`src/idiv_macros.svh`:
```
//--------------------------------------------------------------------
// divider width and latency, shared by RTL and testbench
// widths below 4 are not supported
//--------------------------------------------------------------------
`ifndef IDIV_MACROS_SVH
`define IDIV_MACROS_SVH

// operand and result width
`define IDIV_WIDTH 32

// operand registers carry one extra sign bit
`define IDIV_EXT_WIDTH (`IDIV_WIDTH + 1)

// v_o is high in the (W+8)th cycle after the accepting cycle
`define IDIV_LATENCY (`IDIV_WIDTH + 8)

// one-hot selects for the B and C register inputs
// opnd picks C for B, the dividend for C
`define IDIV_SEL_OPND  3'b001
`define IDIV_SEL_SUM   3'b010
`define IDIV_SEL_SHIFT 3'b100

`endif
```
`src/idiv_pkg.sv`:
```
//--------------------------------------------------------------------
// divider word types and controller states
// sizes follow IDIV_WIDTH from the macro header
//--------------------------------------------------------------------
`include "idiv_macros.svh"

package idiv_pkg;

  // operands, quotient and remainder
  typedef logic [`IDIV_WIDTH-1:0] word_t;

  // sign-extended operand registers and adder
  typedef logic [`IDIV_EXT_WIDTH-1:0] ext_word_t;

  // iteration index, holds 0 .. W
  typedef logic [$clog2(`IDIV_WIDTH + 1)-1:0] iter_cnt_t;

  //------------------------------------------------------------------
  // controller states, one per cycle except ITERATE
  //------------------------------------------------------------------
  typedef enum logic [3:0] {
    IDLE,
    NEG_DIVISOR,
    NEG_DIVIDEND,
    SHIFT,
    ITERATE,
    REPAIR,
    NEG_REM,
    NEG_QUO,
    DONE
  } idiv_state_e;

endpackage

```
`src/idiv_ctrl_if.sv`:
```
//--------------------------------------------------------------------
// datapath controls and status between controller and datapath
// all signals are combinational within one cycle
//--------------------------------------------------------------------
interface idiv_ctrl_if;

  // capture sign flag and operands on the accepting edge
  logic       latch_o;

  // register A: divisor, later remainder
  logic       a_sel;
  logic       a_ld;
  logic       a_inv;
  logic       a_clr_n;

  // register B: partial remainder, one-hot select
  logic [2:0] b_sel;
  logic       b_ld;
  logic       b_inv;
  logic       b_clr_n;

  // register C: dividend, later quotient
  logic [2:0] c_sel;
  logic       c_ld;

  // adder carry-in, set for subtract and negate
  logic       cin;

  // status back to the controller
  logic       divisor_zero;
  logic       signed_r;
  logic       sum_neg;
  logic       a_neg;
  logic       c_neg;

  modport ctrl (
    output latch_o, a_sel, a_ld, a_inv, a_clr_n,
    output b_sel, b_ld, b_inv, b_clr_n, c_sel, c_ld, cin,
    input  divisor_zero, signed_r, sum_neg, a_neg, c_neg
  );

  modport dp (
    input  latch_o, a_sel, a_ld, a_inv, a_clr_n,
    input  b_sel, b_ld, b_inv, b_clr_n, c_sel, c_ld, cin,
    output divisor_zero, signed_r, sum_neg, a_neg, c_neg
  );

endinterface

```
`src/idiv_top.sv`:
```
//--------------------------------------------------------------------
// iterative divider top, valid/ready request and valid/yumi result
// yumi_i may only be high while v_o is high
//--------------------------------------------------------------------
`include "idiv_macros.svh"

module idiv_top (
  input  logic            clk_i,
  input  logic            arst_n_i,

  // request side
  input  logic            v_i,
  output logic            ready_o,
  input  idiv_pkg::word_t dividend_i,
  input  idiv_pkg::word_t divisor_i,
  input  logic            signed_div_i,

  // result side
  output logic            v_o,
  output idiv_pkg::word_t quotient_o,
  output idiv_pkg::word_t remainder_o,
  input  logic            yumi_i
);

  // controls and status between the two halves
  idiv_ctrl_if ctrl_if ();

  idiv_controller u_controller (
    .clk_i    (clk_i),
    .arst_n_i (arst_n_i),
    .v_i      (v_i),
    .ready_o  (ready_o),
    .yumi_i   (yumi_i),
    .v_o      (v_o),
    .ctrl     (ctrl_if.ctrl)
  );

  idiv_datapath u_datapath (
    .clk_i        (clk_i),
    .arst_n_i     (arst_n_i),
    .dividend_i   (dividend_i),
    .divisor_i    (divisor_i),
    .signed_div_i (signed_div_i),
    .ctrl         (ctrl_if.dp),
    .quotient_o   (quotient_o),
    .remainder_o  (remainder_o)
  );

endmodule

```
`src/idiv_controller.sv`:
```
//--------------------------------------------------------------------
// divider controller, one request in flight, fixed latency
// every sign step takes its cycle even when nothing needs negating
//--------------------------------------------------------------------
`include "idiv_macros.svh"

module idiv_controller (
  input  logic     clk_i,
  input  logic     arst_n_i,
  input  logic     v_i,
  output logic     ready_o,
  input  logic     yumi_i,
  output logic     v_o,
  idiv_ctrl_if.ctrl ctrl
);

  idiv_pkg::idiv_state_e state_q;
  idiv_pkg::idiv_state_e state_d;
  idiv_pkg::iter_cnt_t   iter_q;

  logic iter_last;
  logic neg_divisor;

  // sign of the previous adder result, picks add or subtract
  logic neg_last_q;
  // result signs, latched while A and C still hold the raw operands
  logic q_neg_q;
  logic r_neg_q;

  // W+1 iterations, index 0 .. W
  assign iter_last   = (iter_q == idiv_pkg::iter_cnt_t'(`IDIV_WIDTH));
  assign neg_divisor = ctrl.signed_r & ctrl.a_neg;

  assign ready_o = (state_q == idiv_pkg::IDLE);
  assign v_o     = (state_q == idiv_pkg::DONE);

  //------------------------------------------------------------------
  // state, counter and sign flags
  //------------------------------------------------------------------
  always_ff @(posedge clk_i or negedge arst_n_i) begin
    if (!arst_n_i) begin
      state_q    <= idiv_pkg::IDLE;
      iter_q     <= '0;
      neg_last_q <= 1'b0;
      q_neg_q    <= 1'b0;
      r_neg_q    <= 1'b0;
    end else begin
      state_q    <= state_d;
      neg_last_q <= ctrl.sum_neg;
      if (state_q == idiv_pkg::ITERATE && !iter_last) begin
        iter_q <= iter_q + 1'b1;
      end else begin
        iter_q <= '0;
      end
      if (state_q == idiv_pkg::NEG_DIVISOR) begin
        // remainder follows the dividend sign
        r_neg_q <= ctrl.signed_r & ctrl.c_neg;
        // zero divisor keeps the all-ones quotient unsigned
        q_neg_q <= ctrl.signed_r & (ctrl.a_neg ^ ctrl.c_neg) & ~ctrl.divisor_zero;
      end
    end
  end

  //------------------------------------------------------------------
  // next state and datapath controls
  //------------------------------------------------------------------
  always_comb begin
    state_d      = state_q;
    ctrl.latch_o = 1'b0;
    ctrl.a_sel   = 1'b0;
    ctrl.a_ld    = 1'b0;
    ctrl.a_inv   = 1'b0;
    ctrl.a_clr_n = 1'b1;
    ctrl.b_sel   = `IDIV_SEL_SUM;
    ctrl.b_ld    = 1'b0;
    ctrl.b_inv   = 1'b0;
    ctrl.b_clr_n = 1'b1;
    ctrl.c_sel   = `IDIV_SEL_SUM;
    ctrl.c_ld    = 1'b0;
    ctrl.cin     = 1'b0;

    unique case (state_q)
      idiv_pkg::IDLE: begin
        // loads only on an accepting edge
        if (v_i) begin
          ctrl.latch_o = 1'b1;
          ctrl.a_sel   = 1'b1;
          ctrl.a_ld    = 1'b1;
          ctrl.c_sel   = `IDIV_SEL_OPND;
          ctrl.c_ld    = 1'b1;
          state_d      = idiv_pkg::NEG_DIVISOR;
        end
      end
      idiv_pkg::NEG_DIVISOR: begin
        // A <= -A or A + 0, B picks up the dividend from C
        ctrl.a_inv   = neg_divisor;
        ctrl.cin     = neg_divisor;
        ctrl.b_clr_n = 1'b0;
        ctrl.a_ld    = 1'b1;
        ctrl.b_sel   = `IDIV_SEL_OPND;
        ctrl.b_ld    = 1'b1;
        state_d      = idiv_pkg::NEG_DIVIDEND;
      end
      idiv_pkg::NEG_DIVIDEND: begin
        // C <= -B or B
        ctrl.a_clr_n = 1'b0;
        ctrl.b_inv   = r_neg_q;
        ctrl.cin     = r_neg_q;
        ctrl.c_ld    = 1'b1;
        state_d      = idiv_pkg::SHIFT;
      end
      idiv_pkg::SHIFT: begin
        // adder gives zero, B gets the dividend msb
        ctrl.a_clr_n = 1'b0;
        ctrl.b_clr_n = 1'b0;
        ctrl.b_sel   = `IDIV_SEL_SHIFT;
        ctrl.b_ld    = 1'b1;
        ctrl.c_sel   = `IDIV_SEL_SHIFT;
        ctrl.c_ld    = 1'b1;
        state_d      = idiv_pkg::ITERATE;
      end
      idiv_pkg::ITERATE: begin
        // subtract after a positive result, add after a negative one
        ctrl.a_inv = ~neg_last_q;
        ctrl.cin   = ~neg_last_q;
        // last step keeps the remainder unshifted
        ctrl.b_sel = iter_last ? `IDIV_SEL_SUM : `IDIV_SEL_SHIFT;
        ctrl.b_ld  = 1'b1;
        ctrl.c_sel = `IDIV_SEL_SHIFT;
        ctrl.c_ld  = 1'b1;
        if (iter_last) begin
          state_d = idiv_pkg::REPAIR;
        end
      end
      idiv_pkg::REPAIR: begin
        // negative remainder gets the divisor added back
        ctrl.a_clr_n = neg_last_q;
        ctrl.b_ld    = 1'b1;
        state_d      = idiv_pkg::NEG_REM;
      end
      idiv_pkg::NEG_REM: begin
        // A <= +/-B, quotient moves from C into B
        ctrl.a_clr_n = 1'b0;
        ctrl.b_inv   = r_neg_q;
        ctrl.cin     = r_neg_q;
        ctrl.a_ld    = 1'b1;
        ctrl.b_sel   = `IDIV_SEL_OPND;
        ctrl.b_ld    = 1'b1;
        state_d      = idiv_pkg::NEG_QUO;
      end
      idiv_pkg::NEG_QUO: begin
        // C <= +/-B
        ctrl.a_clr_n = 1'b0;
        ctrl.b_inv   = q_neg_q;
        ctrl.cin     = q_neg_q;
        ctrl.c_ld    = 1'b1;
        state_d      = idiv_pkg::DONE;
      end
      idiv_pkg::DONE: begin
        // hold results until the consumer takes them
        if (yumi_i) begin
          state_d = idiv_pkg::IDLE;
        end
      end
      default: begin
        state_d = idiv_pkg::IDLE;
      end
    endcase
  end

endmodule

```
`src/idiv_datapath.sv`:
```
//--------------------------------------------------------------------
// divider datapath: operand registers A, B, C and one shared adder
// operands are sampled only on the edge where latch_o is high
//--------------------------------------------------------------------
`include "idiv_macros.svh"

module idiv_datapath (
  input  logic            clk_i,
  input  logic            arst_n_i,
  input  idiv_pkg::word_t dividend_i,
  input  idiv_pkg::word_t divisor_i,
  input  logic            signed_div_i,
  idiv_ctrl_if.dp         ctrl,
  output idiv_pkg::word_t quotient_o,
  output idiv_pkg::word_t remainder_o
);

  // operand registers
  idiv_pkg::ext_word_t a_q;
  idiv_pkg::ext_word_t b_q;
  idiv_pkg::ext_word_t c_q;

  // next values
  idiv_pkg::ext_word_t a_d;
  idiv_pkg::ext_word_t b_d;
  idiv_pkg::ext_word_t c_d;

  // adder inputs after invert and clear
  idiv_pkg::ext_word_t add_a;
  idiv_pkg::ext_word_t add_b;
  idiv_pkg::ext_word_t sum;

  // shift paths for one iteration
  idiv_pkg::ext_word_t b_shift;
  idiv_pkg::ext_word_t c_shift;

  logic divisor_ext;
  logic dividend_ext;
  logic signed_q;

  //------------------------------------------------------------------
  // input sign extension
  //------------------------------------------------------------------
  // extra msb is the sign only for a signed request
  assign divisor_ext  = signed_div_i & divisor_i[`IDIV_WIDTH-1];
  assign dividend_ext = signed_div_i & dividend_i[`IDIV_WIDTH-1];

  //------------------------------------------------------------------
  // adder with invert and clear on both inputs
  //------------------------------------------------------------------
  // inv plus cin gives subtract or negate
  assign add_a = (a_q ^ {`IDIV_EXT_WIDTH{ctrl.a_inv}}) & {`IDIV_EXT_WIDTH{ctrl.a_clr_n}};
  assign add_b = (b_q ^ {`IDIV_EXT_WIDTH{ctrl.b_inv}}) & {`IDIV_EXT_WIDTH{ctrl.b_clr_n}};

  // carry out of the top bit is dropped
  assign sum = add_a + add_b + idiv_pkg::ext_word_t'(ctrl.cin);

  //------------------------------------------------------------------
  // input selection
  //------------------------------------------------------------------
  // partial remainder moves up, next dividend bit comes in from C
  assign b_shift = {sum[`IDIV_WIDTH-1:0], c_q[`IDIV_WIDTH]};

  // new quotient bit is set when the partial remainder stays positive
  assign c_shift = {c_q[`IDIV_WIDTH-1:0], ~sum[`IDIV_WIDTH]};

  assign a_d = ctrl.a_sel ? {divisor_ext, divisor_i} : sum;

  // one-hot and-or muxes
  assign b_d = ({`IDIV_EXT_WIDTH{ctrl.b_sel[0]}} & c_q)
             | ({`IDIV_EXT_WIDTH{ctrl.b_sel[1]}} & sum)
             | ({`IDIV_EXT_WIDTH{ctrl.b_sel[2]}} & b_shift);

  assign c_d = ({`IDIV_EXT_WIDTH{ctrl.c_sel[0]}} & {dividend_ext, dividend_i})
             | ({`IDIV_EXT_WIDTH{ctrl.c_sel[1]}} & sum)
             | ({`IDIV_EXT_WIDTH{ctrl.c_sel[2]}} & c_shift);

  //------------------------------------------------------------------
  // registers
  //------------------------------------------------------------------
  always_ff @(posedge clk_i) begin
    if (ctrl.a_ld) begin
      a_q <= a_d;
    end
    if (ctrl.b_ld) begin
      b_q <= b_d;
    end
    if (ctrl.c_ld) begin
      c_q <= c_d;
    end
  end

  // signed flag of the request in flight
  always_ff @(posedge clk_i or negedge arst_n_i) begin
    if (!arst_n_i) begin
      signed_q <= 1'b0;
    end else if (ctrl.latch_o) begin
      signed_q <= signed_div_i;
    end
  end

  //------------------------------------------------------------------
  // status and results
  //------------------------------------------------------------------
  // A holds the divisor until NEG_REM
  assign ctrl.divisor_zero = ~(|a_q);
  assign ctrl.signed_r     = signed_q;
  assign ctrl.sum_neg      = sum[`IDIV_WIDTH];
  assign ctrl.a_neg        = a_q[`IDIV_WIDTH];
  assign ctrl.c_neg        = c_q[`IDIV_WIDTH];

  assign quotient_o  = c_q[`IDIV_WIDTH-1:0];
  assign remainder_o = a_q[`IDIV_WIDTH-1:0];

endmodule

```
`config.mk`:
```
export PLATFORM = sky130hd
export DESIGN_NAME = idiv_top
export DESIGN_NICKNAME = d
export VERILOG_FILES = /design/src/idiv_pkg.sv /design/src/idiv_ctrl_if.sv /design/src/idiv_top.sv /design/src/idiv_controller.sv /design/src/idiv_datapath.sv
export VERILOG_INCLUDE_DIRS = /design/src
export SDC_FILE = /design/constraint.sdc
export NUM_CORES = 1
export LEC_CHECK = 0
export ABC_CLOCK_PERIOD_IN_PS = 4800
export BUFFER_PORTS_ARGS = -buffer_cell sky130_fd_sc_hd__buf_2
export CAP_MARGIN = 20
export CORE_AREA = 2 2 121 123
export DETAILED_ROUTE_END_ITERATION = 12
export DIE_AREA = 0 0 123 125
export HOLD_SLACK_MARGIN = 0.03
export MAX_ROUTING_LAYER = met4
export PLACE_DENSITY = 0.79
export SKIP_CTS_REPAIR_TIMING = 1
export SLEW_MARGIN = 20
export SYNTH_ARGS = -nofsm -noshare
export SYNTH_HDL_FRONTEND = slang
export SYNTH_SLANG_ARGS = --single-unit
```
`constraint.sdc`:
```
create_clock -name clk_i -period 4.8 [get_ports clk_i]
set_clock_uncertainty 0.15 [all_clocks]
set_input_delay 0.48 -clock clk_i [delete_from_list [all_inputs] [get_ports clk_i]]
set_output_delay 0.48 -clock clk_i [all_outputs]
set_load 0.1 [all_outputs]
```
==> flow_metrics.tcl, run 1 <==
set metrics [dict create \
    status "finished clean" \
    place_congestion 0.965 \
    cts_sinks 113 \
    setup.worst_path.class "reg -> reg" \
    synth.distinct_cells 62 \
    die_h_um 125 \
    grt_max_degree 59 \
    cts-root-buf "clkbuf_16" \
    grt_antenna_before_repair 0 \
    start_util_pct 55.3 \
    synth_nets 949 \
    ant_nets 0 \
    synthAdderAreaFrac_pct 5.76 \
    worstSetupPathDepth 15 \
    num_rows 44 \
    drc 0 \
    hold_viol 0 \
    syn_inst 845 \
    core_region_area_um2 14200 \
    die-area_um2 15400 \
    wl_mm 22.0 \
    syn_avg_cell_area_um2 9.30 \
    rr_startpoint "u_controller.state_q[0]" \
    wl_per_cell_um 19.0 \
    hpwl_mm 15.6 \
    grt_overflow 0 \
    synth_top_family_by_area "compound AO/OA/AOI/OAI gates" \
    cp.arrival_ns 4.39 \
    drt_pass1_iterations 6 \
    whs_path_depth 2 \
    die_x_um 123 \
    min_from "yumi_i" \
    antenna_cells 0 \
    io_buffer_count 134 \
    cts_tree "yes" \
    crit_family "compound AO/OA/AOI/OAI gates" \
    multi_input_area_um2 4250 \
    max_freq_ghz 0.228 \
    yosysWarnings 0 \
    cp-start-kind "flip-flop" \
    vias 7062 \
    ioPinCount 135 \
    path_clk_slew_ns 0.05 \
    required_ns 4.79 \
    ys_seq_elements 113 \
    grt_pass1_wl_mm 35.0 \
    area_delta_synth_final_pct 17.9 \
    holdPathEnd "u_controller.state_q[3]" \
    max_cap_violations 0 \
    synthXorXnorAreaFrac_pct 11.4 \
    fin_crit_sh_pct 91.5 \
    min_period_ns 4.39 \
    synth_top_flop_cell "edfxtp_1" \
    cp-end-kind "flip-flop" \
    gr-usage-all-layers_pct 30.2 \
    r2r_end "u_datapath.b_q[27]" \
    worstRegToRegCells 15 \
    synth_edf_count 99 \
    ys_seq_area_share_pct 42.3 \
    crit_buf_inv 2 \
    yosys.area_share.simple_pct 14.1 \
    cts_buffer_depth 2 \
    layout-drive-gt1-share_pct 21.2 \
    r2r_slack_ns 0.41 \
    cts_htree_levels 4 \
    grt_setup_unrepaired "false" \
    regArea_um2 3320 \
    nNetsFinal 1066 \
    n_fill_cell 1195 \
    synth_compound_area_share_pct 21.4 \
    relSlewSlack_pct 24.4 \
    maxSlewViolCount 0 \
    worstMarginPinSlew_ns 1.13 \
    drtIter0Drc 676 \
    async_flop_share_pct 12.4 \
    grt_pass1_vias 6846 \
    worst_path_max_delay_cell "dfrtp_1" \
    clock_latency_ns 0.42 \
    numCtsBuffers 17 \
    critPathMaxStageDelay_ns 0.45 \
    synthMuxAreaShare_pct 1.10 \
    setup_viol 0 \
    tns_ns 0 \
    crit_fanout 17 \
    hold_path.class "in -> reg" \
    vias_per_cell 6.09 \
    worstPathCellList "buf_4, nand2_1, o32ai_4, buf_4, xnor2_1, nor2_1, ha_1, and2_1, nand3_1, nor3_1, nand2_1, o21ai_2, a41oi_1, xor2_1, o221ai_1" \
    syn_area_um2 7860 \
]
## metal layers
layer | share of wire, % | track usage, % | wire, um
met1 | 42 | 38.5 | 9150
met2 | 47 | 46.2 | 10400
met3 | 8.7 | 7.34 | 1910
met4 | 2.5 | 11.9 | 552
met5 | 0 | - | 0
## flip-flops by register name, summed over array words and instances, names as in the netlist
signal and cells:
u_controller.q_neg_q 1, u_controller.iter_q 6, u_datapath.b_q 33, u_controller.r_neg_q 1, u_datapath.a_q 33, u_controller.state_q 4, u_datapath.ctrl.signed_r 1, u_datapath.c_q 33
u_controller.neg_last_q 1
## cell usage in the layout (no fill, tap or decap), types with 20 or more instances in the layout
cell type	synthesis	final
a21oi_1	39	38
a22oi_1	36	36
buf_2	19	134
edfxtp_1	99	99
ha_1	33	33
inv_1	20	20
nand2_1	94	94
nor2_1	97	94
o21ai_0	88	88
o221ai_1	26	26
xnor2_1	82	82
## cell usage after synthesis, types with 9 or more instances
master / instances / area share (%)
a21o_1: 11 / 1.1
a21oi_1: 39 / 2.5
a22oi_1: 36 / 3.4
buf_2: 19 / 1.2
clkbuf_1: 33 / 1.6
dfrtp_1: 14 / 4.5
edfxtp_1: 99 / 38
ha_1: 33 / 5.3
inv_1: 20 / 0.96
nand2_1: 94 / 4.5
nand3_1: 13 / 0.83
nor2_1: 97 / 4.6
nor3_1: 10 / 0.64
nor4_1: 9 / 0.72
o211ai_1: 11 / 1.1
o21ai_0: 88 / 5.6
o221ai_1: 26 / 2.9
xnor2_1: 82 / 9.1
xor2_1: 18 / 2.0
## layout make-up
type	count	area share, %
Clock buffer	27	5.54
Multi-Input combinational cell	656	45.9
Inverter	21	0.851
Tap cell	184	2.48
Sequential cell	113	35.9
Timing Repair Buffer	153	8.80
Clock inverter	5	0.540
## through the flow
stage	std cells	util, %	setup WS [ns]	hold slack, ns	cell area [um^2]
finish	1159	65.2	0.406	0.115	9270
global route	1159	65.2	0.0220	0.101	9270
floorplan	845	-	0.746	0.0344	7870
global placement	1126	61.2	0.581	0.245	8690
detailed placement	1126	61.2	0.448	0.244	8690
CTS	1158	65.2	0.398	-0.200	9250
## worst max-delay path by stage
stage	startpoint	endpoint	slack (ns)
floorplan	u_controller.state_q[3]	u_datapath.a_q[0]	0.75
global placement	u_controller.state_q[2]	u_datapath.b_q[25]	0.58
detailed placement	u_controller.state_q[2]	u_datapath.a_q[26]	0.45
CTS	u_controller.state_q[2]	u_datapath.b_q[27]	0.40
global route	u_controller.state_q[0]	u_datapath.b_q[27]	0.02
finish	u_controller.state_q[0]	u_datapath.b_q[27]	0.41
## kinds of logic (layout without fill, tap and decap cells)
| kind of cell | count (synthesis) | after routing |
|---|---|---|
| fa+ha+maj | 35 | 35 |
| xor+xnor | 101 | 101 |
| flops | 113 | 113 |
| simple gates | 256 | 256 |
| compound gates | 256 | 256 |
| buf+inv | 76 | 206 |
| mux | 8 | 8 |
Power of run 1 is not shown: default switching activity piles up to over one toggle a cycle in this logic, so the estimate is an artifact.
==> run 2: changes to the inputs <==
--- a/config.mk
+++ b/config.mk
@@ -6,15 +6,17 @@
 export SDC_FILE = /design/constraint.sdc
 export NUM_CORES = 1
 export LEC_CHECK = 0
+export ABC_AREA = 1
 export ABC_CLOCK_PERIOD_IN_PS = 4800
 export BUFFER_PORTS_ARGS = -buffer_cell sky130_fd_sc_hd__buf_2
 export CAP_MARGIN = 20
-export CORE_AREA = 2 2 121 123
+export CORE_AREA = 2 2 126 128
+export CTS_CLUSTER_SIZE = 16
 export DETAILED_ROUTE_END_ITERATION = 12
-export DIE_AREA = 0 0 123 125
+export DIE_AREA = 0 0 128 130
 export HOLD_SLACK_MARGIN = 0.03
 export MAX_ROUTING_LAYER = met4
-export PLACE_DENSITY = 0.79
+export PLACE_DENSITY = 0.8
 export SKIP_CTS_REPAIR_TIMING = 1
 export SLEW_MARGIN = 20
 export SYNTH_ARGS = -nofsm -noshare
==> run 2 against run 1 <==
Synthesized cell count grew 53%; via count up 35%; routed wire length increased by 34%; setup slack improved by 0.23 ns; critical path depth increased by 2; first-iteration DRC count rose by 130%; sequential cell count unchanged; die area is 8.2% higher; hold slack improved by 0.066 ns; non-clock buffer count is 6 lower; cell count is 40% higher.
==> flow_metrics.tcl, run 2 <==
set metrics [dict create \
    status "finished clean" \
    met3_length_mm 3.74 \
    worstSetupPathDepth 17 \
    grt_pass1_vias 8517 \
    layout_commonest_cell "nand2_1" \
    layout-drive-gt1-share_pct 14.4 \
    drc 0 \
    required_ns 4.81 \
    place_congestion 1.05 \
    largestRegisters "u_datapath.a_q: 33 flops, u_datapath.b_q: 33 flops, u_datapath.c_q: 33 flops" \
    syn_area_um2 8850 \
    wl_per_cell_um 18.2 \
    grt_antenna_before_repair 0 \
    wl_met2_mm 12.7 \
    cts_buffer_depth 2 \
    ant_nets 0 \
    die_h_um 130 \
    synth_compound_area_share_pct 10.7 \
    synth.distinct_cells 40 \
    relSlewSlack_pct 29.6 \
    r2r_slack_ns 0.64 \
    wl_met1_mm 12.3 \
    synth_commonest_cells "nand2_1 (462), nand3_1 (165), inv_1 (137), edfxtp_1 (99), a21oi_1 (91)" \
    crit_buf_inv 3 \
    worstRegToRegCells 17 \
    cts_tree "yes" \
    critPathCapture "u_datapath.b_q[30]" \
    area_delta_synth_final_pct 15.1 \
    tns_ns 0 \
    grt_setup_unrepaired "false" \
    crit_fanout 41 \
    yosysMostFrequentCell "nand2_1" \
    wl_mm 29.6 \
    ioPinCount 135 \
    synthMuxAreaShare_pct 0 \
    ys_seq_area_share_pct 37.6 \
    die-area_um2 16600 \
    synth_edf_count 99 \
    path_clk_slew_ns 0.06 \
    syn_avg_cell_area_um2 6.84 \
    top_layer_used "met4" \
    syn_inst 1293 \
    vias 9544 \
    whs_path_depth 4 \
    cts_htree_levels 4 \
    max_freq_ghz 0.240 \
    hpwl_mm 21.9 \
    mostFrequentLayoutCells "nand2_1 (461), nand3_1 (165), inv_1 (137)" \
    cts_sinks 113 \
    ys_seq_elements 113 \
    yosys.area.top_type "edfxtp_1" \
    synth_top_family_by_area "simple AND/OR/NAND/NOR gates" \
    max_cap_violations 0 \
    r2r_end "u_datapath.b_q[30]" \
    grt_max_degree 70 \
    synth_nets 1397 \
    cp-start-kind "flip-flop" \
    yosys.area_share.simple_pct 36.8 \
    async_flop_share_pct 12.4 \
    critPathMaxStageDelay_ns 0.45 \
    maxSlewViolCount 0 \
    io_buffer_count 134 \
    cp-startpoint "u_controller.state_q[3]" \
    num_rows 46 \
    synthXorXnorAreaFrac_pct 1.19 \
    setup_viol 0 \
    rr_startpoint "u_controller.state_q[3]" \
    gr-usage-all-layers_pct 36.9 \
    yosysTopAreaCellShare_pct 33.6 \
    fin_crit_sh_pct 86.7 \
    worst_path_max_delay_cell "dfrtp_1" \
    synthTopCellsByArea "edfxtp_1 (34%), nand2_1 (20%), nand3_1 (9.3%)" \
    start_util_pct 57.4 \
    min_period_ns 4.16 \
    worstPathCellList "inv_2, nand2_2, nor2_2, nand2_2, nand2_1, buf_4, o21ai_0, a21oi_1, ha_1, nand2_1, inv_1, a21oi_1, nand2_1, a21oi_1, nand3_1, nand3_1, nand3_1" \
    core_region_area_um2 15400 \
    cp.arrival_ns 4.17 \
    grt_overflow 0 \
    drtIter0Drc 1529 \
    vias_per_cell 5.89 \
    crit_family "simple AND/OR/NAND/NOR gates" \
    cts-root-buf "clkbuf_16" \
    synthAdderAreaFrac_pct 5.12 \
    setup.worst_path.class "reg -> reg" \
    hold_viol 0 \
    hold_path.class "in -> reg" \
    cp-end-kind "flip-flop" \
    yosysWarnings 0 \
    die_x_um 128 \
    synth_top_flop_cell "edfxtp_1" \
    drt_pass1_iterations 6 \
    numCtsBuffers 17 \
    nNetsFinal 1518 \
    worstMarginPinSlew_ns 1.06 \
    grt_pass1_wl_mm 45.1 \
    clock_latency_ns 0.42 \
]
==> run 2: metrics by stage <==
| stage | util, % | setup slack, ns | std cells | hold WS, ns | cell area (um^2) |
|---|---|---|---|---|---|
| 2_1_floorplan | - | 1.23 | 1293 | 0.0344 | 8850 |
| 3_5_place_dp | 62.5 | 0.808 | 1586 | 0.244 | 9640 |
| 4_1_cts | 66.0 | 0.747 | 1618 | -0.197 | 10200 |
| 6_report | 66.1 | 0.636 | 1620 | 0.181 | 10200 |
| 3_3_place_gp | 62.5 | 0.841 | 1586 | 0.242 | 9640 |
| 5_1_grt | 66.0 | 0.288 | 1619 | 0.196 | 10200 |
==> run 2: worst min-delay path, stage by stage <==
cell     delay, ns
buf_2         0.08
inv_1         0.03
nand2_1       0.07
nand2_1       0.05
==> run 2: final cells by class <==
type | instances | area, um^2
fill | 1398 | 5240
clock buffer | 22 | 444
sequential | 113 | 3320
multi-input combinational | 993 | 4780
tap | 192 | 240
inverter | 142 | 533
clock inverter | 10 | 90.1
antenna | 1 | 2.50
timing repair buffer | 147 | 771
==> run 2: how the worst min path moves through the flow <==
stage,from,endpoint
floorplan,arst_n_i,u_controller.iter_q[0]
finish,yumi_i,u_controller.state_q[3]
detailed placement,arst_n_i,u_datapath.ctrl.signed_r
global placement,arst_n_i,u_datapath.ctrl.signed_r
CTS,arst_n_i,u_controller.iter_q[4]
global route,divisor_i[2],u_datapath.a_q[2]
==> run 2: cells by family after synthesis <==
logic type / Yosys count
buf+inv: 187
compound gates: 178
flops: 113
simple gates: 768
fa+ha+maj: 35
xor+xnor: 12
==> run 2: metal layers <==
metal / track usage, % / up-vias
li1: - / 4500
met1: 52.5 / 4349
met2: 51.9 / 624
met3: 8.28 / 71
met4: 12.6 / 0
met5: - / -
Power of run 2 is left out for the same reason.
==> run 3: changes to the inputs <==
--- a/config.mk
+++ b/config.mk
@@ -6,17 +6,17 @@
 export SDC_FILE = /design/constraint.sdc
 export NUM_CORES = 1
 export LEC_CHECK = 0
-export ABC_AREA = 1
 export ABC_CLOCK_PERIOD_IN_PS = 4800
 export BUFFER_PORTS_ARGS = -buffer_cell sky130_fd_sc_hd__buf_2
 export CAP_MARGIN = 20
-export CORE_AREA = 2 2 126 128
+export CORE_AREA = 2 2 121 123
 export CTS_CLUSTER_SIZE = 16
 export DETAILED_ROUTE_END_ITERATION = 12
-export DIE_AREA = 0 0 128 130
+export DIE_AREA = 0 0 123 125
 export HOLD_SLACK_MARGIN = 0.03
 export MAX_ROUTING_LAYER = met4
-export PLACE_DENSITY = 0.8
+export PLACE_DENSITY = 0.79
+export REMOVE_ABC_BUFFERS = 1
 export SKIP_CTS_REPAIR_TIMING = 1
 export SLEW_MARGIN = 20
 export SYNTH_ARGS = -nofsm -noshare
==> run 3 against run 2 <==
Routed wire length down 24%; setup slack worse by 0.35 ns; register-to-register slack got worse by 0.35 ns; sequential share of layout area is 3.5 points higher.
==> flow_metrics.tcl, run 3 (synthesis gave the netlist of run 1 again) <==
set metrics [dict create \
    status "finished clean" \
    n_fill_cell 1210 \
    num_rows 44 \
    grt_setup_unrepaired "false" \
    setup.worst_path.class "reg -> reg" \
    io_buffer_count 134 \
    area_delta_synth_final_pct 17.1 \
    path_clk_slew_ns 0.05 \
    mostFrequentLayoutCells "buf_2 (134), edfxtp_1 (99), nand2_1 (94), nor2_1 (94), o21ai_0 (88)" \
    grt_max_degree 60 \
    required_ns 4.79 \
    place_congestion 0.970 \
    clock_latency_ns 0.43 \
    ioPinCount 135 \
    layout-drive-gt1-share_pct 20.7 \
    cts_sinks 113 \
    cts_htree_levels 4 \
    whs_path_depth 2 \
    start_util_pct 55.3 \
    setup_viol 0 \
    final_cells 1156 \
    die_h_um 125 \
    cp-startpoint "u_controller.state_q[0]" \
    rr_startpoint "u_controller.state_q[0]" \
    largestRegisters "u_datapath.a_q: 33 flops, u_datapath.b_q: 33 flops, u_datapath.c_q: 33 flops" \
    drt_pass1_iterations 5 \
    cp-end-kind "flip-flop" \
    r2r_end "u_datapath.c_q[26]" \
    cts-root-buf "clkbuf_16" \
    maxSlewViolCount 0 \
    setup_ws_ns 0.286 \
    cts_buffer_depth 2 \
    min_from "yumi_i" \
    r2r_slack_ns 0.29 \
    min_period_ns 4.51 \
    grt_pass1_wl_mm 35.4 \
    grt_overflow 0 \
    cp.arrival_ns 4.51 \
    hold_path.class "in -> reg" \
    cts_tree "yes" \
    max_cap_violations 0 \
    die-area_um2 15400 \
    hpwl_mm 15.8 \
    die_x_um 123 \
    nNetsFinal 1064 \
    hold_viol 0 \
    fin_crit_sh_pct 94.0 \
    crit_fanout 17 \
    vias_per_cell 6.15 \
    antenna_cells 0 \
    core_region_area_um2 14200 \
    worstMarginPinSlew_ns 1.03 \
    relSlewSlack_pct 31.0 \
    grt_pass1_vias 6729 \
    grt_antenna_before_repair 0 \
    max_freq_ghz 0.222 \
    worstRegToRegCells 14 \
    dp_cells 1124 \
    gr-usage-all-layers_pct 30.6 \
    layout_commonest_cell "buf_2" \
    vias 7104 \
    wl_mm 22.5 \
    dp_slack_ns 0.399 \
    cp-start-kind "flip-flop" \
    holdPathEnd "u_controller.state_q[3]" \
    numCtsBuffers 17 \
    drtIter0Drc 724 \
    ant_nets 0 \
    final_area_um2 9200 \
    drc 0 \
    placed_area_um2 8670 \
    wl_per_cell_um 19.5 \
]
==> run 3: how the worst max path moves through the flow <==
| stage | to | slack, ns | cells past startpoint |
|---|---|---|---|
| floorplan | u_datapath.a_q[0] | -1.80 | 3 |
| global placement | u_datapath.b_q[29] | 0.54 | 15 |
| detailed placement | u_datapath.c_q[26] | 0.40 | 15 |
| CTS | u_datapath.c_q[26] | 0.36 | 14 |
| global route | u_datapath.c_q[26] | 0.02 | 16 |
| finish | u_datapath.c_q[26] | 0.29 | 14 |
==> run 3: metrics by stage <==
| step | utilization [%] | setup TNS, ns | hold slack (ns) |
|---|---|---|---|
| finish | 64.8 | 0 | 0.0885 |
| global route | 64.8 | 0 | 0.0952 |
| CTS | 64.6 | 0 | -0.204 |
| detailed placement | 61.0 | 0 | 0.240 |
| global placement | 61.0 | 0 | 0.243 |
| floorplan | - | -156.30 | 0.0344 |
==> run 3: layer usage <==
layer  global-route usage (%)  part of all wire (%)  wire [um]  vias to the layer above
met5                        -                     0          0                        -
met4                     11.8                   2.5        565                        0
met3                     5.02                   7.9       1790                       50
met2                     47.3                    48      10800                      350
met1                     40.6                    42       9430                     3376
li1                         -                     -          -                     3328
==> run 3: area by class of cell <==
class,count,area (um^2),share of cell area [%]
Sequential cell,113,3320,36.1
Clock inverter,10,70.1,0.761
Tap cell,184,230,2.50
Timing Repair Buffer,151,801,8.70
Multi-Input combinational cell,656,4260,46.3
Clock buffer,21,440,4.79
Inverter,21,78.8,0.856
==> run 3: worst max-delay path: stages, from the launching register on <==
cell and delay [ns]:
dfrtp_1 0.64, nand2_1 0.26, o32ai_4 0.42, buf_4 0.36
xnor2_1 0.18, nor2_1 0.07, ha_1 0.41, and2_1 0.17
nand3_1 0.10, nor3_1 0.33, nand2_1 0.14, o21ai_2 0.32
a41oi_1 0.20, xor2_1 0.31, o21ai_0 0.15
Power of run 3 is left out for the same reason.
